<file path="config.mk">
export PLATFORM = sky130hd
export DESIGN_NAME = reset_control
export DESIGN_NICKNAME = d
export VERILOG_FILES = /design/src/rtl/trs_host_pkg.sv /design/src/rtl/reset_control.sv
export SDC_FILE = /design/constraint.sdc
export NUM_CORES = 1
export LEC_CHECK = 0
export BUFFER_PORTS_ARGS = -buffer_cell sky130_fd_sc_hd__buf_2
export CAP_MARGIN = 30
export CORE_AREA = 2 2 39 41
export CTS_CLUSTER_DIAMETER = 80
export DETAILED_ROUTE_END_ITERATION = 10
export DIE_AREA = 0 0 41 43
export SYNTH_ARGS = -nofsm -noshare
export SYNTH_HDL_FRONTEND = slang
export SYNTH_SLANG_ARGS = --single-unit
</file>
<file path="constraint.sdc">
create_clock -name clk_sys -period 1.5 [get_ports clk_sys]
set_clock_uncertainty 0.1 [all_clocks]
set_input_delay 0.15 -clock clk_sys [delete_from_list [all_inputs] [get_ports clk_sys]]
set_output_delay 0.15 -clock clk_sys [all_outputs]
set_load 0.05 [all_outputs]
</file>
<file path="src/rtl/trs_host_pkg.sv">
// Host control package for the TRS-80 core
// Shared widths, download file indices, reset timing and audio scaling

package trs_host_pkg;

	// ====================
	// Download port
	// ====================
	localparam int data_w      = 8;
	localparam int host_addr_w = 16;
	localparam int index_w     = 8;

	// Top bit of the memory address selects the cassette region
	localparam int mem_addr_w = host_addr_w + 1;

	localparam logic [index_w-1:0] idx_system_rom = 8'd0;
	localparam logic [index_w-1:0] idx_cassette   = 8'd1;
	localparam logic [index_w-1:0] idx_alt_rom    = 8'd64;

	// 2 KB alternate boot ROM
	localparam int alt_rom_addr_w = 11;

	// Reset pulse after an alternate ROM mode switch
	localparam int mode_reset_cycles = 15;

	// ====================
	// Audio
	// ====================
	localparam int sys_audio_w     = 9;
	localparam int sys_audio_shift = 7;
	localparam int audio_w         = 16;

	typedef logic [data_w-1:0]      byte_t;
	typedef logic [host_addr_w-1:0] host_addr_t;
	typedef logic [mem_addr_w-1:0]  mem_addr_t;
	typedef logic [audio_w-1:0]     audio_t;

endpackage

</file>
<file path="src/rtl/reset_control.sv">
// Reset generation
// Merges the reset sources and stretches a pulse on each boot ROM mode switch

`timescale 1ns/1ps

module reset_control import trs_host_pkg::*; (
	input  logic clk_sys,
	input  logic reset,
	input  logic reset_request,
	input  logic button_reset,
	input  logic rom_download,
	input  logic alt_rom_mode,
	output logic sys_reset,
	output logic mapper_reset
);

	typedef logic [$clog2(mode_reset_cycles + 1)-1:0] mode_count_t;

	logic        mode_q;
	mode_count_t mode_count;
	logic        mode_pulse;

	// Previous mode level, follows the input through reset too
	always_ff @(posedge clk_sys) begin
		mode_q <= alt_rom_mode;
	end

	// Pulse counter, only the external reset clears it
	always_ff @(posedge clk_sys or posedge reset) begin
		if (reset) begin
			mode_count <= '0;
		end else if (mode_q != alt_rom_mode) begin
			mode_count <= mode_count_t'(mode_reset_cycles);
		end else if (mode_count != '0) begin
			mode_count <= mode_count - 1'b1;
		end
	end

	assign mode_pulse = (mode_count != '0);

	// ====================
	// Reset outputs
	// ====================
	assign sys_reset    = reset | reset_request | button_reset | rom_download | mode_pulse;

	// Mapper ignores menu and button resets
	assign mapper_reset = reset | rom_download | mode_pulse;

endmodule

</file>
==> impl_metrics.py <==
metrics = {
    "status": {
        "status": "complete, but fails checks",
        "violations": "negative setup slack",
    },
    "clocking": {
        "htreeDepth": 1,
        "clock_path_buffers": 2,
        "ctsRootBufferMaster": "clkbuf_4",
        "cts_buffers": 3,
        "clock_latency_ns": 0.24,
        "clk_pin_slew_worst_paths_ns": 0.04,
        "numClockSinks": 5,
        "tritoncts": "built",
    },
    "yosys": {
        "yosysSeqAreaShare_pct": 45.5,
        "synth_cell_types": 14,
        "yosysWarnings": 0,
        "synthesis.area_um2": 264,
        "synth_cells": 25,
        "synth_area_per_cell_um2": 10.6,
        "synth_fp_nets": 33,
        "synth_seq_cells": 5,
    },
    "timing": {
        "relSlewSlack_pct": 79.0,
        "fin_tns_setup_ns": -0.512,
        "period_minus_slack_ns": 1.86,
        "grt_setup_unrepaired": "true",
        "maxSlewViolCount": 0,
        "hold_violations": 0,
        "max_freq_mhz": 539,
        "setup_viol": 3,
        "holdWs_ns": 0.247,
        "setup_ws_ns": -0.355,
        "tightestPinTransition_ns": 0.313,
        "fin_crit_sh_pct": 124,
    },
    "grt": {
        "grt_usage_pct": 8.17,
        "grt_pass1_wl_um": 938,
        "grt_overflow": 0,
        "grt_pass1_vias": 268,
        "grt_max_degree": 5,
        "antenna_found_initial": 0,
    },
    "route": {
        "drt-total-wl_um": 520,
        "ant_nets": 0,
        "wl_per_cell_um": 8.25,
        "drc_errors": 0,
        "vias": 240,
        "drt_first_pass_iters": 4,
        "avgViaCountPerCell": 3.81,
        "drtIter0Drc": 3,
    },
    "floorplan": {
        "row_count": 14,
        "die_area_um2": 1760,
        "fp.dieH_um": 43,
        "die_x_um": 41,
        "io_pins": 8,
        "core_area_um2": 1380,
        "initial_utilization_pct": 19.1,
    },
    "setup_path": {
        "critPathKind": "flip-flop to output pin",
        "critPathLaunch": "mode_count[0]",
        "reg2regPathDepth": 6,
        "critPathCapture": "sys_reset",
        "worstReg2RegEnd": "mode_count[1]",
        "rrSetupSlack_ns": -0.02,
        "required_ns": 1.25,
        "worst-path-max-fanout": 2,
        "cp-start-kind": "flip-flop",
        "arrival_ns": 1.61,
        "reg2reg_from": "mode_count[0]",
        "worst_setup_path_end_kind": "output pin",
    },
    "layout": {
        "diodes": 0,
        "layout_commonest_cell": "buf_4",
        "multi_input_comb_area_um2": 159,
        "layout-area-overhead-vs-synth_pct": 81.5,
        "layout_common_cells": "buf_4, buf_2, dfrtp_1",
        "stdcell_area_um2": 479,
        "nets": 56,
        "drive_above_1_share_pct": 55.3,
        "fillers": 147,
        "seq_area_um2": 120,
    },
    "hold_path": {
        "hold_class": "primary input to asynchronous set/reset pin",
    },
    "power_and_ir_drop": {
        "p_total_uw": 430,
        "pwr_density_cell_nw_per_um2": 896,
        "p_leak_nw": 0.243,
        "peakVddDrop_mv": 0.714,
    },
    "placed_design": {
        "place.gp.congestion": 0.691,
        "post_dp_cell_area_um2": 379,
        "pre_cts_ws_ns": -0.203,
        "portBuffers": 7,
        "dpl.hpwl_um": 360,
    },
    "flow_run": {
        "drv_cap": 0,
    },
}
[what timing repair did]
action / in CTS / in global routing
buffers inserted: 5 / 1
gates cloned: 0 / 0
hold buffers: 2 / 0
pin swaps: 3 / 0
resized for setup: 6 / 1
hold endpoints to repair: 5 / 0
endpoints found under the setup margin: 3 / 3
[sequential cells by signal, indices dropped and copies added, names as in the netlist]
signal	cells
mode_q	1
mode_count	4
[cell usage after synthesis]
cell type	n	area, µm²
mux2_1	1	11.3
o21ai_1	1	5.00
nor2_1	2	7.51
ha_1	2	25.0
xnor2_1	3	26.3
nor3b_4	1	18.8
dfxtp_1	1	20.0
nand2_2	1	6.26
dfrtp_1	4	100
nand2_1	3	11.3
inv_1	3	11.3
mux2i_1	1	10.0
or3_1	1	6.26
nor3_1	1	5.00
[critical path, stage by stage (launching register included)]
cell,delay [ns]
dfrtp_1,0.38
inv_2,0.08
ha_4,0.13
nor3b_4,0.23
nand2_4,0.06
or3_4,0.33
buf_8,0.16
[metrics by stage]
step                instances  util, %
floorplan                  25        -
global placement           53     27.4
detailed placement         53     27.4
CTS                        62     33.8
global route               63     34.6
finish                     63     34.6
[layer usage]
layer	part of all wire [%]	routed length, µm	GRT usage [%]	vias to the layer above
li1	-	-	-	122
met1	40	207	8.17	108
met2	50	262	12.8	10
met3	9.6	50	6.28	0
met4	0	0	2.00	0
met5	0	0	0	-
[kinds of logic (layout without fill, tap and decap cells)]
kind of cell,Yosys count,count (layout),synth area share (%)
flops,5,5,45.5
xor+xnor,3,3,9.95
simple gates,9,9,20.9
fa+ha+maj,2,2,9.48
mux,2,2,8.06
buf+inv,3,25,4.27
compound gates,1,1,1.89
[report_power, final]
| group | switching (mW) | total (mW) | internal (mW) |
|---|---|---|---|
| combinational | 0.0437 | 0.116 | 0.0720 |
| clock | 0.0526 | 0.153 | 0.100 |
| sequential | 0.0112 | 0.161 | 0.150 |
[area by class of cell]
cell class	instances	share of cell area (%)
clock buffer	4	5.48
inverter	3	2.35
multi-input combinational	17	33.2
sequential	5	25.1
tap	16	4.18
timing repair buffer	18	29.8
[how the worst min path moves through the flow]
stage                from             to  cells past startpoint
floorplan           reset  mode_count[0]                      1
global placement    reset  mode_count[2]                      2
detailed placement  reset  mode_count[2]                      2
CTS                 reset  mode_count[2]                      3
global route        reset  mode_count[2]                      3
finish              reset  mode_count[2]                      3
(Power assumes the default switching activity.)
