[config.mk]
export PLATFORM = sky130hd
export DESIGN_NAME = debug_line_select
export DESIGN_NICKNAME = d
export VERILOG_FILES = /design/src/rtl/trs_host_pkg.sv /design/src/rtl/debug_line_select.sv
export SDC_FILE = /design/constraint.sdc
export NUM_CORES = 1
export LEC_CHECK = 0
export ABC_AREA = 1
export BUFFER_PORTS_ARGS = -buffer_cell sky130_fd_sc_hd__buf_2
export CORE_MARGIN = 1.5
export CORE_UTILIZATION = 45
export DETAILED_ROUTE_END_ITERATION = 10
export GPL_ROUTABILITY_DRIVEN = 1
export PLACE_DENSITY_LB_ADDON = 0.25
export SETUP_SLACK_MARGIN = 0.5
export SKIP_CTS_REPAIR_TIMING = 1
export SYNTH_ARGS = -nofsm -noshare
export SYNTH_HDL_FRONTEND = slang
export SYNTH_SLANG_ARGS = --single-unit
[constraint.sdc]
create_clock -name clk_sys -period 1.3 [get_ports clk_sys]
set_clock_uncertainty 0.2 [all_clocks]
set_input_delay 0.065 -clock clk_sys [delete_from_list [all_inputs] [get_ports clk_sys]]
set_output_delay 0.065 -clock clk_sys [all_outputs]
set_load 0.01 [all_outputs]
[src/rtl/trs_host_pkg.sv]
// Host control package for the TRS-80 core
// Shared widths, download file indices, reset timing and audio scaling

package trs_host_pkg;

	// ====================
	// Download port
	// ====================
	localparam int data_w      = 8;
	localparam int host_addr_w = 16;
	localparam int index_w     = 8;

	// Top bit of the memory address selects the cassette region
	localparam int mem_addr_w = host_addr_w + 1;

	localparam logic [index_w-1:0] idx_system_rom = 8'd0;
	localparam logic [index_w-1:0] idx_cassette   = 8'd1;
	localparam logic [index_w-1:0] idx_alt_rom    = 8'd64;

	// 2 KB alternate boot ROM
	localparam int alt_rom_addr_w = 11;

	// Reset pulse after an alternate ROM mode switch
	localparam int mode_reset_cycles = 15;

	// ====================
	// Audio
	// ====================
	localparam int sys_audio_w     = 9;
	localparam int sys_audio_shift = 7;
	localparam int audio_w         = 16;

	typedef logic [data_w-1:0]      byte_t;
	typedef logic [host_addr_w-1:0] host_addr_t;
	typedef logic [mem_addr_w-1:0]  mem_addr_t;
	typedef logic [audio_w-1:0]     audio_t;

endpackage

[src/rtl/debug_line_select.sv]
// Debug status line selector
// Toggled by the host request, forced on when the execute address moves

`timescale 1ns/1ps

module debug_line_select import trs_host_pkg::*; (
	input  logic       clk_sys,
	input  logic       sys_reset,
	input  logic       debug_request,
	input  host_addr_t execute_addr,
	output logic       debug_select_line
);

	logic       request_q;
	host_addr_t execute_q;

	// Address history tracks the input even in reset, so no false set afterwards
	always_ff @(posedge clk_sys) begin
		execute_q <= execute_addr;
	end

	always_ff @(posedge clk_sys or posedge sys_reset) begin
		if (sys_reset) begin
			request_q         <= 1'b0;
			debug_select_line <= 1'b0;
		end else begin
			request_q <= debug_request;
			if (execute_addr != execute_q) begin
				// New execute address, always show it
				debug_select_line <= 1'b1;
			end else if (request_q && !debug_request) begin
				debug_select_line <= !debug_select_line;
			end
		end
	end

endmodule

==> impl_metrics.env <==
export IMPL_status="complete, but fails checks"
export IMPL_violations="negative hold slack"
export IMPL_grt_overflow_total=0
export IMPL_yosys_area_share_adder=0
export IMPL_r2r_start="execute_q[0]$_DFF_P_"
export IMPL_place_ws_ns=0.1784
export IMPL_cts_num_sinks=18
export IMPL_layout_nets=151
export IMPL_antenna_found_initial=0
export IMPL_timing_rr_end="debug_select_line$_DFFE_PP0P_"
export IMPL_startpoint_type="primary input"
export IMPL_critPathKind="primary input to register"
export IMPL_cts_path_max_buffers=2
export IMPL_gp_congestion=0.6570
export IMPL_start_util=0.5009
export IMPL_syn_nets=112
export IMPL_fin_setup_tns_ns=0
export IMPL_required_ns=1.28
export IMPL_synth_area_um2=684.4
export IMPL_max_freq_mhz=877.7
export IMPL_num_io_pins=20
export IMPL_dp_hpwl_um=813.3
export IMPL_grt_max_degree=11
export IMPL_crit_end="debug_select_line$_DFFE_PP0P_"
export IMPL_fin_hold_ws_ns=-0.3045
export IMPL_vias=609
export IMPL_io_buffers=19
export IMPL_arrival_ns=1.12
export IMPL_power_mw=1.018
export IMPL_fin_ws_ns=0.1606
export IMPL_synth_xor_area_frac=0.07678
export IMPL_synth_top_family_by_area="simple AND/OR/NAND/NOR gates"
export IMPL_layout_drive_gt1_share=0.1908
export IMPL_numCtsBuffers=3
export IMPL_cp_cell_sequence="buf_2 > dlygate4sd3_1 > xnor2_1 > nand2_1 > nor2_1 > nand3_1"
export IMPL_synth_warnings=0
export IMPL_holdCritPathClass="primary input to register"
export IMPL_worstSetupStartpoint="execute_addr[9]"
export IMPL_syn_avg_cell_area_um2=7.359
export IMPL_irDropWorstVdd_mv=0.8869
export IMPL_coreArea_um2=1366
export IMPL_drtAntennaViolNets=0
export IMPL_synth_compound_area_frac=0
export IMPL_rsz0062_at_grt="true"
export IMPL_yosys_mux_area_fraction=0
export IMPL_grt_pass1_wl_um=1697
export IMPL_fin_crit_sh=0.8764
export IMPL_synth_simple_gate_area_frac=0.2724
export IMPL_slowest_stage="dlygate4sd3_1"
export IMPL_cts_tree="built"
export IMPL_ys_seq_area_frac=0.5411
export IMPL_first_pass_iters=3
export IMPL_max_cap_violations=0
export IMPL_pwr_density_cell_nw_per_um2=1039
export IMPL_vias_per_cell=4.171
export IMPL_remaining_drc_errors=0
export IMPL_syn_inst=93
export IMPL_die_width_um=42
export IMPL_die_area_um2=1764
export IMPL_wl_per_cell_um=8.144
export IMPL_clockRootBuffer="clkbuf_4"
export IMPL_std_cell_rows=13
export IMPL_syn2layout_area_growth_pct=43.14
export IMPL_power_leakage_nw=0.5493
export IMPL_grt_pass1_vias=497
export IMPL_die_y_um=42
export IMPL_final_hold_violation_count=6
export IMPL_yosys_register_bits=18
export IMPL_routed_wl_um=1189
export IMPL_crit_path_max_fanout=2
export IMPL_cts_clk_slew_worst_paths_ns=0.10
export IMPL_slew_headroom=0.8957
export IMPL_r2r_slack_ns=0.21
export IMPL_synth_cell_types=7
export IMPL_diodes=0
export IMPL_drtIter0Drc=6
export IMPL_reg2regPathDepth=7
export IMPL_maxSlewViolCount=0
export IMPL_grt_util_all_layers=0.1275
export IMPL_cpPeakStageDelay_ns=0.58
export IMPL_min_period_ns=1.139
export IMPL_critPathCaptureType="register"
export IMPL_clock_latency_ns=0.28
export IMPL_worst_slew_pin_slew_ns=0.1553
export IMPL_setup_violations=0
export IMPL_htree_num_levels=1
## worst max-delay path, delay by kind of cell
kind	cells	cell delay, ns
buffers and inverters	2	0.67
and+or+nand+nor	3	0.22
xor gates and xnor gates	1	0.16
## kinds of logic after synthesis
family	after synthesis
and+or+nand+nor	49
DFF	18
buffers and inverters	20
xor gates and xnor gates	6
## per-stage QoR
step	util	instances	area, µm²
5_1_grt	0.7170	146	979.7
3_5_place_dp	0.5842	127	798.3
3_3_place_gp	0.5842	127	798.3
6_report	0.7170	146	979.7
2_1_floorplan	-	93	684.4
4_1_cts	0.6035	131	824.5
## state kept, by name, summed over array words and instances, names as in the netlist
signal,flops
execute_q,16
request_q,1
debug_select_line,1
## power breakdown
part,switching [mW],internal [mW]
registers,0.0131,0.581
clock network,0.162,0.119
logic,0.0588,0.0836
total,0.234,0.783
## worst min path at each step
stage / startpoint / endpoint / cells after the start
after floorplan: sys_reset / debug_select_line$_DFFE_PP0P_ / 1
after global placement: sys_reset / request_q$_DFF_PP0_ / 2
after detailed placement: sys_reset / request_q$_DFF_PP0_ / 2
after CTS: sys_reset / request_q$_DFF_PP0_ / 2
after global routing: execute_addr[12] / execute_q[12]$_DFF_P_ / 1
final: execute_addr[12] / execute_q[12]$_DFF_P_ / 1
## final cells by class
type,count,area [µm²]
repair buffers,34,245.2
fillers,122,386.6
flip-flops and latches,18,372.9
multi-input cells,55,241.5
well taps,15,18.77
inverters,20,75.07
clock buffers,4,26.28
## synthesized netlist by cell type
| master | instances | area (µm²) |
|---|---|---|
| nand3_1 | 2 | 10.01 |
| dfrtp_1 | 2 | 50.05 |
| dfxtp_1 | 16 | 320.3 |
| nand2_1 | 33 | 123.9 |
| inv_1 | 20 | 75.07 |
| xnor2_1 | 6 | 52.55 |
| nor2_1 | 14 | 52.55 |
## layout by cell type (no fill, tap or decap)
| cell | count |
|---|---|
| buf_2 | 19 |
| clkbuf_4 | 3 |
| nand3_1 | 2 |
| nand2_1 | 33 |
| clkbuf_1 | 1 |
| nor2_1 | 13 |
| xnor2_1 | 6 |
| dfxtp_2 | 2 |
| dfrtp_1 | 2 |
| dfxtp_1 | 14 |
| inv_1 | 20 |
| nor2_2 | 1 |
| dlygate4sd3_1 | 15 |
## per-layer routing
metal / GRT usage / share of wire
met1: 0.1328 / 0.42
met2: 0.2219 / 0.53
met3: 0.02586 / 0.030
met4: 0.09677 / 0.010
met5: 0 / 0
Power figures use the tool's default switching activity.
