--- src/rtl/trs_host_pkg.sv ---
// Host control package for the TRS-80 core
// Shared widths, download file indices, reset timing and audio scaling

package trs_host_pkg;

	// ====================
	// Download port
	// ====================
	localparam int data_w      = 8;
	localparam int host_addr_w = 16;
	localparam int index_w     = 8;

	// Top bit of the memory address selects the cassette region
	localparam int mem_addr_w = host_addr_w + 1;

	localparam logic [index_w-1:0] idx_system_rom = 8'd0;
	localparam logic [index_w-1:0] idx_cassette   = 8'd1;
	localparam logic [index_w-1:0] idx_alt_rom    = 8'd64;

	// 2 KB alternate boot ROM
	localparam int alt_rom_addr_w = 11;

	// Reset pulse after an alternate ROM mode switch
	localparam int mode_reset_cycles = 15;

	// ====================
	// Audio
	// ====================
	localparam int sys_audio_w     = 9;
	localparam int sys_audio_shift = 7;
	localparam int audio_w         = 16;

	typedef logic [data_w-1:0]      byte_t;
	typedef logic [host_addr_w-1:0] host_addr_t;
	typedef logic [mem_addr_w-1:0]  mem_addr_t;
	typedef logic [audio_w-1:0]     audio_t;

endpackage

--- src/rtl/download_router.sv ---
// Host download router
// Sends each download strobe to shared memory or to the alternate boot ROM

`timescale 1ns/1ps

module download_router import trs_host_pkg::*; (
	input  logic                      clk_sys,
	input  logic                      sys_reset,
	input  logic                      dl_active,
	input  logic                      dl_wr,
	input  logic [index_w-1:0]        dl_index,
	input  host_addr_t                dl_addr,
	input  byte_t                     dl_data,
	output logic                      rom_download,
	output logic                      cassette_download,
	output logic                      mem_wr,
	output mem_addr_t                 mem_addr,
	output byte_t                     mem_data,
	output logic                      rom_wr,
	output logic [alt_rom_addr_w-1:0] rom_addr,
	output byte_t                     rom_data
);

	logic wr_strobe;
	logic to_mem;
	logic to_rom;
	logic region;

	assign wr_strobe = dl_active & dl_wr;

	// Status flags for the machine and the reset block
	assign rom_download      = dl_active && (dl_index == idx_system_rom);
	assign cassette_download = dl_active && (dl_index == idx_cassette);

	// File index decode
	always_comb begin
		to_mem = 1'b0;
		to_rom = 1'b0;
		region = 1'b0;
		case (dl_index)
			idx_system_rom: to_mem = 1'b1;
			idx_cassette: begin
				to_mem = 1'b1;
				region = 1'b1;
			end
			idx_alt_rom: to_rom = 1'b1;
			default: ;
		endcase
	end

	always_ff @(posedge clk_sys or posedge sys_reset) begin
		if (sys_reset) begin
			mem_wr <= 1'b0;
			rom_wr <= 1'b0;
		end else begin
			mem_wr <= wr_strobe & to_mem;
			rom_wr <= wr_strobe & to_rom;
		end
	end

	// Address and data held until the next strobe
	always_ff @(posedge clk_sys) begin
		if (wr_strobe) begin
			mem_addr <= {region, dl_addr};
			mem_data <= dl_data;
			rom_addr <= dl_addr[alt_rom_addr_w-1:0];
			rom_data <= dl_data;
		end
	end

endmodule

--- config.mk ---
export PLATFORM = sky130hd
export DESIGN_NAME = download_router
export DESIGN_NICKNAME = d
export VERILOG_FILES = /design/src/rtl/trs_host_pkg.sv /design/src/rtl/download_router.sv
export SDC_FILE = /design/constraint.sdc
export NUM_CORES = 1
export LEC_CHECK = 0
export ABC_AREA = 1
export BUFFER_PORTS_ARGS = -buffer_cell sky130_fd_sc_hd__buf_2
export CORE_MARGIN = 2
export CORE_UTILIZATION = 40
export DETAILED_ROUTE_END_ITERATION = 12
export GPL_ROUTABILITY_DRIVEN = 1
export PLACE_DENSITY = 0.83
export SETUP_SLACK_MARGIN = 0.02
export SYNTH_ARGS = -nofsm -noshare
export SYNTH_HDL_FRONTEND = slang
export SYNTH_SLANG_ARGS = --single-unit
--- constraint.sdc ---
create_clock -name clk_sys -period 1.8 [get_ports clk_sys]
set_clock_uncertainty 0.2 [all_clocks]
set_input_delay 0.27 -clock clk_sys [delete_from_list [all_inputs] [get_ports clk_sys]]
set_output_delay 0.27 -clock clk_sys [all_outputs]
set_load 0.1 [all_outputs]
==> results.sh <==
export IMPL_synth_top_area_share=0.724
export IMPL_num_fill_cells=204
export IMPL_worst_hold_path_type="in2reg"
export IMPL_drive_gt1_frac=0.580
export IMPL_critPathMaxStageDelay_ns=0.43
export IMPL_period_minus_slack_ns=1.60
export IMPL_tightest_slew_ns=0.503
export IMPL_clockPowerShare=0.150
export IMPL_cts_buffers=3
export IMPL_seqCellArea_um2=801
export IMPL_vias_per_cell=4.23
export IMPL_rows=18
export IMPL_cp_max_fo=2
export IMPL_switching_share=0.436
export IMPL_critPathTopFamily="buffers and inverters"
export IMPL_clock_fmax_ghz=0.625
export IMPL_place_ws_ns=0.217
export IMPL_required_ns=1.33
export IMPL_grt_overflow_total=0
export IMPL_ant_nets=0
export IMPL_crit_buf_inv=1
export IMPL_drt_total_wl_mm=2.24
export IMPL_ys_warn_count=0
export IMPL_yosysSeqAreaShare=0.772
export IMPL_critPathLaunchType="flip-flop"
export IMPL_use_met1=0.171
export IMPL_dp_hpwl_mm=1.65
export IMPL_worst_slack_ns=0.200
export IMPL_grt_max_degree=21
export IMPL_pwr_share_seq=0.454
export IMPL_hold_ws_ns=0.0102
export IMPL_wire_per_inst_um=11.7
export IMPL_p_leak_nw=0.775
export IMPL_finalMaxSlewViolations=0
export IMPL_antenna_found_initial=0
export IMPL_grt_use_total=0.153
export IMPL_clk_path_buf_depth=2
export IMPL_ir_drop_mv=0.683
export IMPL_mostFrequentLayoutCells="81 x buf_2, 25 x dlygate4sd3_1, 25 x edfxtp_1"
export IMPL_portBuffers=83
export IMPL_p_total_mw=1.63
export IMPL_crit_type="reg2out"
export IMPL_status="completed"
export IMPL_syn_to_final_growth_pct=62.0
export IMPL_syn_instance_count=67
export IMPL_fp_dieH_um=54.9
export IMPL_finalHoldViolCount=0
export IMPL_grt_pass1_vias=703
export IMPL_rsz0062_at_grt="false"
export IMPL_cts_root_buf="clkbuf_4"
export IMPL_cellPowerDensity_mw_per_mm2=972
export IMPL_ys_types=10
export IMPL_antenna_cells=0
export IMPL_cts_sinks=27
export IMPL_pin_count=84
export IMPL_htree_levels=1
export IMPL_combPwrFrac=0.396
export IMPL_die_width_um=54.9
export IMPL_die_area_mm2=0.00302
export IMPL_slew_headroom=0.667
export IMPL_synthTopCellsByArea="edfxtp_1 72%, buf_4 14%, dfrtp_1 4.8%"
export IMPL_grt_use_met2=0.288
export IMPL_p_int_mw=0.921
export IMPL_grt_first_pass_wirelength_mm=3.11
export IMPL_drt_pass1_iter_count=2
export IMPL_cts_tree="done"
export IMPL_syn_nets=103
export IMPL_gp_congestion=0.715
export IMPL_use_met3=0.0349
export IMPL_cts_setup_buffers=0
export IMPL_fin_crit_sh=0.889
export IMPL_top_usage_layer="met2"
export IMPL_multi_input_area_um2=88.8
export IMPL_drt_iter0_markers=1
export IMPL_p_switching_mw=0.713
export IMPL_arrival_ns=1.13
export IMPL_via_count=812
export IMPL_fin_tns_setup_ns=0
export IMPL_synth_seq_cells=27
export IMPL_syn_area_per_cell_um2=15.5
export IMPL_initial_utilization=0.419
export IMPL_slowest_stage="buf_2"
export IMPL_cts_clk_slew_worst_paths_ns=0.14
export IMPL_cp_end_kind="output pin"
export IMPL_synth_largest_area_cell="edfxtp_1"
export IMPL_core_area_mm2=0.00248
export IMPL_setup_viol=0
export IMPL_maxCapViolCount=0
export IMPL_path_cells="buf_2"
export IMPL_synth_area_mm2=0.00104
export IMPL_drc=0
export IMPL_fin_nets=199
export IMPL_layout_commonest_cell="buf_2"
## state kept, by name (all words and copies together), names as in the netlist
signal,flops
mem_wr,1
rom_data,8
mem_addr,17
rom_wr,1
## cell type report
| class | count | area share |
|---|---|---|
| sequential | 27 | 0.477 |
| timing repair buffer | 110 | 0.423 |
| multi-input combinational | 17 | 0.0529 |
| tap | 30 | 0.0223 |
| clock buffer | 3 | 0.0134 |
| inverter | 4 | 0.00894 |
| clock inverter | 1 | 0.00298 |
## cell families after synthesis
kind of cell	Yosys count	share of synthesized area
flip-flops	27	0.772
buffers and inverters	23	0.152
AND/OR/NAND/NOR	17	0.0760
## metal layers
metal | wire length, µm | part of all wire | vias up
li1 | - | - | 397
met1 | 781 | 0.35 | 358
met2 | 1220 | 0.54 | 57
met3 | 245 | 0.11 | 0
met4 | 0 | 0 | 0
met5 | 0 | 0 | -
## what timing repair did
action | CTS | global route
gates resized for setup | 0 | 0
endpoints found under the hold margin | 26 | 0
hold buffers | 25 | 0
## per-stage QoR
| stage | cells | cell area (µm²) | utilization |
|---|---|---|---|
| 3_5_place_dp | 163 | 1400 | 0.566 |
| 4_1_cts | 192 | 1680 | 0.678 |
| 6_report | 192 | 1680 | 0.678 |
| 3_3_place_gp | 163 | 1400 | 0.566 |
| 5_1_grt | 192 | 1680 | 0.678 |
| 2_1_floorplan | 67 | 1120 | - |
## cells in the mapped netlist
cell type / count
buf_4: 19
nor3_1: 3
nor2_2: 2
nand2_2: 1
nand3b_1: 1
dfrtp_1: 2
nor2_1: 7
edfxtp_1: 25
nand2_1: 3
inv_1: 4
## power groups by stage
stage                     Combinational, mW  Sequential [mW]  Clock, mW
after floorplan                       0.284             1.04          0
after global placement                0.604            0.754          0
after detailed placement              0.607            0.756          0
after CTS                             0.649            0.742      0.259
after global routing                  0.669            0.748      0.287
final                                 0.647            0.742      0.245
## path summary, 6_finish.rpt
kind	to	slack (ns)	cells after the start	from
hold / removal	mem_wr$_DFF_PP0_	0.01	3	dl_wr
min in group asynchronous	mem_wr$_DFF_PP0_	0.12	3	sys_reset
setup / recovery	rom_data[0]	0.20	1	rom_data[0]$_DFFE_PP_
max in group asynchronous	rom_wr$_DFF_PP0_	1.17	3	sys_reset
Note: power is estimated with default switching activity, not from simulation.
