===== config.mk =====
export PLATFORM = sky130hd
export DESIGN_NAME = audio_mixer
export DESIGN_NICKNAME = d
export VERILOG_FILES = /design/src/rtl/trs_host_pkg.sv /design/src/rtl/audio_mixer.sv
export SDC_FILE = /design/constraint.sdc
export NUM_CORES = 1
export LEC_CHECK = 0
export BUFFER_PORTS_ARGS = -buffer_cell sky130_fd_sc_hd__buf_2
export CORE_ASPECT_RATIO = 1.25
export CORE_MARGIN = 2
export CORE_UTILIZATION = 30
export DETAILED_ROUTE_END_ITERATION = 6
export SLEW_MARGIN = 10
export SYNTH_ARGS = -nofsm -noshare
export SYNTH_HDL_FRONTEND = slang
export SYNTH_SLANG_ARGS = --single-unit

===== constraint.sdc =====
create_clock -name clk_sys -period 4.5 [get_ports clk_sys]
set_input_delay 0.45 -clock clk_sys [delete_from_list [all_inputs] [get_ports clk_sys]]
set_output_delay 0.45 -clock clk_sys [all_outputs]
set_load 0.005 [all_outputs]

===== src/rtl/trs_host_pkg.sv =====
// Host control package for the TRS-80 core
// Shared widths, download file indices, reset timing and audio scaling

package trs_host_pkg;

	// ====================
	// Download port
	// ====================
	localparam int data_w      = 8;
	localparam int host_addr_w = 16;
	localparam int index_w     = 8;

	// Top bit of the memory address selects the cassette region
	localparam int mem_addr_w = host_addr_w + 1;

	localparam logic [index_w-1:0] idx_system_rom = 8'd0;
	localparam logic [index_w-1:0] idx_cassette   = 8'd1;
	localparam logic [index_w-1:0] idx_alt_rom    = 8'd64;

	// 2 KB alternate boot ROM
	localparam int alt_rom_addr_w = 11;

	// Reset pulse after an alternate ROM mode switch
	localparam int mode_reset_cycles = 15;

	// ====================
	// Audio
	// ====================
	localparam int sys_audio_w     = 9;
	localparam int sys_audio_shift = 7;
	localparam int audio_w         = 16;

	typedef logic [data_w-1:0]      byte_t;
	typedef logic [host_addr_w-1:0] host_addr_t;
	typedef logic [mem_addr_w-1:0]  mem_addr_t;
	typedef logic [audio_w-1:0]     audio_t;

endpackage


===== src/rtl/audio_mixer.sv =====
// Audio mixer
// Adds scaled machine sound to the external sample and clamps to 16 bits

`timescale 1ns/1ps

module audio_mixer import trs_host_pkg::*; (
	input  logic                   clk_sys,
	input  logic                   sys_reset,
	input  logic [sys_audio_w-1:0] sys_audio,
	input  audio_t                 ext_audio,
	input  logic                   ext_audio_mute,
	output audio_t                 audio_out
);

	logic [audio_w:0] sys_term;
	logic [audio_w:0] ext_term;
	logic [audio_w:0] sum;

	// Machine sound is unsigned, scaled up into the signed range
	assign sys_term = {{(audio_w + 1 - sys_audio_w){1'b0}}, sys_audio} << sys_audio_shift;
	assign ext_term = ext_audio_mute ? '0 : {ext_audio[audio_w-1], ext_audio};

	always_ff @(posedge clk_sys or posedge sys_reset) begin
		if (sys_reset) begin
			sum       <= '0;
			audio_out <= '0;
		end else begin
			// Stage one
			sum <= sys_term + ext_term;

			// Stage two, saturate when the two top bits disagree
			if (sum[audio_w] != sum[audio_w-1]) begin
				audio_out <= {sum[audio_w], {(audio_w - 1){~sum[audio_w]}}};
			end else begin
				audio_out <= sum[audio_w-1:0];
			end
		end
	end

endmodule


==> results_dict.tcl, run 1 <==
set metrics [dict create \
    status "finished clean" \
    gp_congestion 0.6893 \
    htreeDepth 2 \
    die_w_um 66.70 \
    nFillCells 492 \
    tritoncts "built" \
    wl_per_cell_um 10.88 \
    critPathKind "flip-flop to flip-flop" \
    start_kind "flip-flop" \
    period_share 0.4293 \
    cap_viol_max_count 0 \
    dp_hpwl_um 1858 \
    diodes 0 \
    ant_nets 0 \
    clock-root-buffer "clkbuf_8" \
    grt_pass1_wl_um 4133 \
    yosysUniqueCellTypes 22 \
    ys_ff_latch 33 \
    drive_above_1_share 0.2965 \
    drt_first_pass_iters 4 \
    ios 44 \
    max_slew_margin 0.3551 \
    clock_sinks 33 \
    clock_latency_ps 280 \
    r2r.worst_path.cells 4 \
    hold_viol 0 \
    fp.dieH_um 82.37 \
    track_usage 0.1022 \
    ctsHoldBuffers 0 \
    dieArea_mm2 0.005493 \
    syn-cell-area_mm2 0.001474 \
    path_max_fanout 16 \
    cellPowerDensity_mw_per_mm2 428.3 \
    overflow 0 \
    drt-initial-drc-count 46 \
    r2r-end "audio_out[14]" \
    post-cts-setup-buffer-count 0 \
    setup_ws_ps 2568 \
    finalWirelength_um 2523 \
    vias 977 \
    reg2reg_from "sum[15]" \
    grt_pass1_vias 950 \
    numPortBuffers 43 \
    slew_violations 0 \
    tns_ps 0 \
    crit_required_ps 4710 \
    fin_crit_ps 1932 \
    fin_worst_skew_ps 5.732 \
    drcViolationCount 0 \
    grt_start_max_net_pins 34 \
    yosys_warnings 0 \
    avgViaCountPerCell 4.211 \
    nets 211 \
    initial_utilization 0.3116 \
    ir_drop_mv 0.1081 \
    cts.reportedPaths.clkPinSlew_ps 60 \
    hold_class "input port to async pin" \
    rows 28 \
    postSynthNetCount 164 \
    synthCells 124 \
    ctsResizeCount 0 \
    place_ws_ps 2305 \
    core_area_mm2 0.004730 \
    rsz0062_at_grt "no" \
    power.leakage_nw 0.9806 \
    antenna_found_initial 0 \
    clk_path_buf_depth 2 \
    clock.fmax_mhz 517.6 \
    cp.arrival_ps 2140 \
    rrSetupSlack_ps 2570 \
    end_kind "flip-flop" \
    avgSynthCellArea_um2 11.89 \
    setup-violations-final 0 \
    worstMarginPinSlew_ps 963.8 \
    numCtsBuffers 5 \
    area_growth_pct 24.53 \
    seq_area_frac_synth 0.5603 \
]
-- cell families after synthesis --
| group | synth area share |
|---|---|
| flops | 0.5603 |
| simple gates | 0.1155 |
| compound gates | 0.1384 |
| buf+inv | 0.03141 |
| fa+ha+maj | 0.1070 |
| xor+xnor | 0.04754 |
-- final cells by class --
cell class / count / area [µm²] / area share
Clock buffer: 8 / 80.08 / 0.04363
Timing Repair Buffer: 44 / 222.7 / 0.1213
Tap cell: 60 / 75.07 / 0.04090
Inverter: 8 / 30.03 / 0.01636
Multi-Input combinational cell: 79 / 601.8 / 0.3279
Sequential cell: 33 / 825.8 / 0.4499
-- cells in the mapped netlist, drive strengths merged --
| master | instances | area, µm² |
|---|---|---|
| a221oi | 1 | 15.01 |
| nand2 | 2 | 7.510 |
| a31oi | 2 | 12.51 |
| o221ai | 1 | 8.760 |
| xnor2 | 7 | 61.31 |
| xor2 | 1 | 8.760 |
| fa | 1 | 20.02 |
| dfrtp | 33 | 825.8 |
| o211ai | 2 | 15.01 |
| buf | 1 | 5.000 |
| nor2 | 5 | 18.77 |
| a21oi | 4 | 20.02 |
| a21o | 17 | 127.6 |
| nand3 | 5 | 25.02 |
| inv | 8 | 30.03 |
| nand2b | 2 | 12.51 |
| or2 | 1 | 6.260 |
| and2 | 1 | 6.260 |
| o21ai | 1 | 5.000 |
| ha | 11 | 137.6 |
| clkbuf | 3 | 11.26 |
| nor2b | 15 | 93.84 |
-- flip-flops by register name (all words and copies together), names as in the netlist --
name       flops
audio_out     16
sum           17
-- worst max-delay path by stage --
| stage | slack, ps | to | startpoint | cells past startpoint |
|---|---|---|---|---|
| after global routing | 2350 | audio_out[4] | sum[15] | 4 |
| after CTS | 2520 | audio_out[13] | sum[15] | 4 |
| after global placement | 2360 | sum[15] | ext_audio_mute | 9 |
| after detailed placement | 2310 | sum[15] | ext_audio_mute | 9 |
| final | 2570 | audio_out[14] | sum[15] | 4 |
| after floorplan | 2500 | sum[15] | ext_audio_mute | 9 |
-- per-layer routing --
layer  GRT usage  wire [µm]  vias to the layer above
met1      0.1172       1079                      434
met4     0.06122         58                        0
met5           0          0                        -
li1            -          -                      505
met3     0.03117        164                        6
met2      0.1670       1221                       32
-- layout by cell type (no fill, tap or decap) --
cell type,synthesis,layout
ha_1,11,11
nand2_1,2,2
and2_1,1,1
a21o_1,17,17
a21oi_1,4,4
nor2_1,5,5
dfrtp_1,33,33
a31oi_1,2,2
clkbuf_1,3,3
o221ai_1,1,1
xnor2_1,7,7
o211ai_1,2,2
nand2b_1,2,2
nand3_1,5,5
fa_1,1,1
clkbuf_8,0,5
buf_2,1,43
o21ai_0,1,1
inv_1,8,8
xor2_1,1,1
or2_2,1,1
a221oi_2,1,1
nor2b_1,15,15
buf_4,0,1
-- stage by stage --
stage	utilization	cells	power [W]	hold slack (ps)	instance area [µm²]
6_report	0.3881	232	0.0007862	240.0	1836
3_3_place_gp	0.3712	224	0.0005928	435.2	1755
5_1_grt	0.3881	232	0.0008398	281.1	1836
4_1_cts	0.3881	232	0.0008000	254.4	1836
3_5_place_dp	0.3712	224	0.0005940	436.6	1755
2_1_floorplan	-	124	0.0005101	425.7	1474
-- critical path: stages, from the launching register on --
cell and delay [ps]:
dfrtp_1 350, inv_1 50, ha_1 500, nor2_1 820, a21o_1 150
-- report_power, final --
| part | internal [W] | switching (W) |
|---|---|---|
| logic | 0.000102 | 0.000100 |
| clock network | 0.000110 | 0.0000925 |
| registers | 0.000366 | 0.0000156 |
Power figures use the tool's default switching activity.
==> run 2: changes to the inputs <==
clock period = 1.85 ns   (was 4.5 ns; I/O delays follow)
==> run 2 against run 1 <==
Utilization increased by 0.74 points. Final cell count increased by 1.7%. Sequential power increased by 150%. Hold slack got worse by 120 ps. First-iteration DRC count increased by 67%. Die area unchanged. Cell area increased by 1.9%.
==> results_dict.tcl, run 2 (synthesized netlist as in run 1, its figures left out) <==
set metrics [dict create \
    slew_violations 0 \
    dieArea_mm2 0.005493 \
    clk_path_buf_depth 2 \
    nFillCells 476 \
    drcViolationCount 0 \
    clock.fmax_mhz 608.6 \
    clock_sinks 33 \
    numPortBuffers 43 \
    final_cell_mix "43 x buf_2, 33 x dfrtp_1, 17 x a21o_1, 15 x nor2b_1, 11 x ha_1" \
    max_slew_margin 0.3531 \
    initial_utilization 0.3116 \
    numCtsBuffers 5 \
    setup-violations-final 0 \
    core_area_mm2 0.004730 \
    fin_crit_ps 1643 \
    rows 28 \
    power.leakage_nw 1.005 \
    end_kind "flip-flop" \
    start_kind "flip-flop" \
    ctsResizeCount 0 \
    final_util 0.3955 \
    r2r.worst_path.cells 4 \
    regArea_um2 825.8 \
    tritoncts "built" \
    die_w_um 66.70 \
    cap_viol_max_count 0 \
    crit_slowest_cell "nor2_1" \
    htreeDepth 2 \
    worstMarginPinSlew_ps 966.7 \
    cts.reportedPaths.clkPinSlew_ps 60 \
    antenna_found_initial 0 \
    multi_input_area_um2 601.8 \
    finalWirelength_um 2622 \
    drt_first_pass_iters 3 \
    nets 215 \
    vias 1039 \
    drive_above_1_share 0.3182 \
    status "finished clean" \
    ant_nets 0 \
    overflow 0 \
    ios 44 \
    hold_viol 0 \
    tns_ps 0 \
    largest_register_ffs 17 \
    cp.arrival_ps 1860 \
    layout_commonest_cell "buf_2" \
    reg_top3 "sum: 17 flops, audio_out: 16 flops" \
    clock-root-buffer "clkbuf_8" \
    whs_path_depth 2 \
    critPathKind "flip-flop to flip-flop" \
    crit_required_ps 2060 \
    clock_latency_ps 280 \
    grt_pass1_wl_um 4305 \
    post-cts-setup-buffer-count 0 \
    diodes 0 \
    drt-initial-drc-count 77 \
    path_max_fanout 15 \
    fin_worst_skew_ps 4.853 \
    ctsHoldBuffers 1 \
    period_share 0.8882 \
    rsz0062_at_grt "no" \
    cellPowerDensity_mw_per_mm2 1032 \
    avgViaCountPerCell 4.403 \
    ir_drop_mv 0.4055 \
    grt_start_max_net_pins 34 \
    wl_per_cell_um 11.11 \
    fp.dieH_um 82.37 \
    hold_class "input port to flip-flop" \
    track_usage 0.1088 \
    area_growth_pct 26.91 \
    top_register "sum" \
    dp_hpwl_um 2010 \
    gp_congestion 0.7033 \
    max_stage_delay_ps 740 \
    grt_pass1_vias 1039 \
    cp_cell_sequence "inv_1 -> ha_1 -> nor2_1 -> a21o_1" \
]
[run 2: cell types whose count changed in the layout (fill, tap and decap cells not counted)]
cell / change
buf_4: +3
dlygate4sd3_1: +1
clkinv_2: +2
clkbuf_1: -2
[run 2: path summary, 6_finish.rpt]
kind | start | slack, ps | end
setup / recovery | sum[15] | 210 | audio_out[9]
hold / removal | ext_audio[1] | 120 | sum[1]
setup reg to reg | sum[15] | 210 | audio_out[9]
hold reg to reg | sum[14] | 450 | audio_out[14]
max in group asynchronous | sys_reset | 1040 | sum[16]
min in group asynchronous | sys_reset | 520 | audio_out[6]
[run 2: power by group]
| group | switching, W | internal [W] | total, W |
|---|---|---|---|
| registers | 0.0000438 | 0.000890 | 0.000934 |
| clock network | 0.000237 | 0.000260 | 0.000497 |
| logic | 0.000241 | 0.000259 | 0.000500 |
| total | 0.000522 | 0.00141 | 0.00193 |
[run 2: area by class of cell]
| class | count | area share |
|---|---|---|
| flip-flops and latches | 33 | 0.4415 |
| multi-input cells | 79 | 0.3217 |
| repair buffers | 48 | 0.1365 |
| well taps | 60 | 0.04013 |
| clock buffers | 6 | 0.03880 |
| inverters | 8 | 0.01605 |
| clock inverters | 2 | 0.005351 |
[run 2: per-layer routing]
layer / global-route usage / vias to the layer above / routed length (µm)
met1: 0.1104 / 485 / 1056
met5: 0 / - / 0
met3: 0.03117 / 5 / 140
met4: 0.07347 / 0 / 65
li1: - / 517 / -
met2: 0.1920 / 32 / 1359
[run 2: stage by stage]
step	std cells	hold slack, ps	cell area, µm²	worst slack (ps)	total power (W)
floorplan	124	250.6	1474	114.3	0.001241
global placement	227	284.9	1778	50.25	0.001450
detailed placement	227	286.4	1778	19.38	0.001460
CTS	236	114.9	1871	155.5	0.001971
global route	236	115.5	1871	64.03	0.002076
finish	236	121.6	1871	206.9	0.001931
[run 2: worst max-delay path: cells and delay by family (launching register included)]
kind	cells	cell delay [ps]
simple gates	1	740
flops	1	360
fa+ha+maj	1	300
buf+inv	1	50
compound gates	1	140
==> run 3: changes to the inputs <==
MAX_ROUTING_LAYER = met4   (was unset)
clock period = 1.5 ns   (was 1.85 ns; I/O delays follow)
==> run 3 against run 2 <==
Routed wire length grew 3.2%. Sequential power is 23% higher. Largest cell class unchanged. Flip-flop and latch count unchanged. Critical path depth is 5 higher. Total power is 32% higher.
==> results_dict.tcl, run 3 (synthesized netlist as in run 1, its figures left out) <==
set metrics [dict create \
    status "finished clean" \
    overflow 0 \
    tritoncts "built" \
    fp.dieH_um 82.37 \
    fin_crit_ps 1384 \
    ant_nets 0 \
    path_max_fanout 8 \
    setup_ws_ps 116.0 \
    swShare 0.2629 \
    cts.reportedPaths.clkPinSlew_ps 60 \
    clock_latency_ps 280 \
    dieArea_mm2 0.005493 \
    period_share 0.9227 \
    numPortBuffers 43 \
    pwr-share-seq 0.453 \
    switching_power_w 0.0006678 \
    whs_path_depth 2 \
    grt_pass1_vias 1137 \
    antenna_found_initial 0 \
    r2r.worst_path.cells 4 \
    largest_register_ffs 17 \
    critPathKind "input port to flip-flop" \
    reg2reg_from "sum[15]" \
    avgViaCountPerCell 4.335 \
    clock-root-buffer "clkbuf_8" \
    rows 28 \
    ir_drop_mv 0.3731 \
    power.leakage_nw 1.080 \
    slew_violations 0 \
    rsz0062_at_grt "no" \
    reg_top3 "sum: 17 flops, audio_out: 16 flops" \
    gp_congestion 0.7298 \
    nFillCells 484 \
    final_cell_mix "43 x buf_2, 33 x dfrtp_1, 17 x a21o_1, 16 x buf_4, 15 x nor2b_1" \
    top_register "sum" \
    drive_above_1_share 0.3989 \
    hold_viol 0 \
    cp.arrival_ps 1580 \
    drt-initial-drc-count 116 \
    whs_ps 101.7 \
    finalWirelength_um 2705 \
    ios 44 \
    hold_class "input port to flip-flop" \
    clock.fmax_mhz 722.5 \
    start_kind "input port" \
    numCtsBuffers 5 \
    core_area_mm2 0.004730 \
    r2r-end "audio_out[11]" \
    clk_path_buf_depth 2 \
    fin_worst_skew_ps 1.881 \
    clkPwrFrac 0.277 \
    die_w_um 66.70 \
    tns_ps 0 \
    initial_utilization 0.3116 \
    place_ws_ps -209.1 \
    crit_required_ps 1690 \
    end_kind "flip-flop" \
    post-cts-setup-buffer-count 0 \
    setup-violations-final 0 \
    vias 1075 \
    diodes 0 \
    area_growth_pct 35.91 \
    drt_first_pass_iters 4 \
    clock_sinks 33 \
    dp_hpwl_um 2079 \
    cap_viol_max_count 0 \
    max_slew_margin 0.7391 \
    layout_commonest_cell "buf_2" \
    min_from "ext_audio[2]" \
    cellPowerDensity_mw_per_mm2 1268 \
    p_comb_frac 0.269 \
    nets 227 \
    htreeDepth 2 \
    worstMarginPinSlew_ps 391.4 \
    grt_start_max_net_pins 34 \
    rrSetupSlack_ps 260 \
    min_to "sum[2]" \
    drcViolationCount 0 \
    wl_per_cell_um 10.91 \
    p_int_w 0.001872 \
    track_usage 0.1208 \
    grt_pass1_wl_um 4767 \
]
[run 3: power by group through the flow]
| stage | logic [W] | registers (W) | clock network (W) |
|---|---|---|---|
| 3_3_place_gp | 0.000665 | 0.00117 | 0 |
| 6_report | 0.000684 | 0.00115 | 0.000705 |
| 3_5_place_dp | 0.000687 | 0.00117 | 0 |
| 4_1_cts | 0.000696 | 0.00116 | 0.000735 |
| 2_1_floorplan | 0.000350 | 0.00119 | 0 |
| 5_1_grt | 0.000779 | 0.00117 | 0.000773 |
[run 3: worst max path at each step]
stage | start | slack (ps) | endpoint
global placement | ext_audio_mute | -180 | sum[15]
global route | ext_audio_mute | 10 | sum[16]
detailed placement | ext_audio_mute | -210 | sum[16]
finish | ext_audio_mute | 120 | sum[13]
floorplan | ext_audio_mute | -60 | sum[15]
CTS | sum[15] | 60 | audio_out[2]
[run 3: cell type report]
cell class	count	area (µm²)	share of cell area
Tap cell	60	75.07	0.03748
Clock inverter	1	5.005	0.002498
Clock buffer	7	96.34	0.04809
Multi-Input combinational cell	79	625.6	0.3123
Timing Repair Buffer	60	345.3	0.1724
Inverter	8	30.03	0.01499
Sequential cell	33	825.8	0.4122
[run 3: stage by stage]
step / instances / area, µm² / power, W / utilization
finish: 248 / 2003 / 0.002540 / 0.4235
global route: 248 / 2003 / 0.002727 / 0.4235
CTS: 248 / 1998 / 0.002587 / 0.4225
detailed placement: 239 / 1884 / 0.001860 / 0.3984
global placement: 239 / 1884 / 0.001834 / 0.3984
floorplan: 124 / 1511 / 0.001542 / -
[run 3: what timing repair did]
| item | in CTS | in global routing |
|---|---|---|
| pin swaps | 0 | 2 |
| resized for setup | 1 | 1 |
| endpoints found under the setup margin | 15 | 17 |
| hold buffers | 1 | 0 |
| endpoints found under the hold margin | 33 | 0 |
| cloned | 0 | 0 |
[run 3: critical path, cell delays in order]
cell,delay (ps)
buf_2,160
nor2b_1,130
ha_2,200
inv_2,40
fa_2,330
nand2b_4,150
a21oi_2,170
nor2_1,80
xnor2_1,170
[run 3: per-layer routing]
layer  part of all wire  track usage  wire length (µm)  up-vias
li1                   -            -                 -      538
met4              0.023      0.07347                63        0
met3              0.062      0.02575               169        7
met5                  0            -                 0        -
met1               0.40       0.1251              1093      493
met2               0.51       0.2090              1379       37
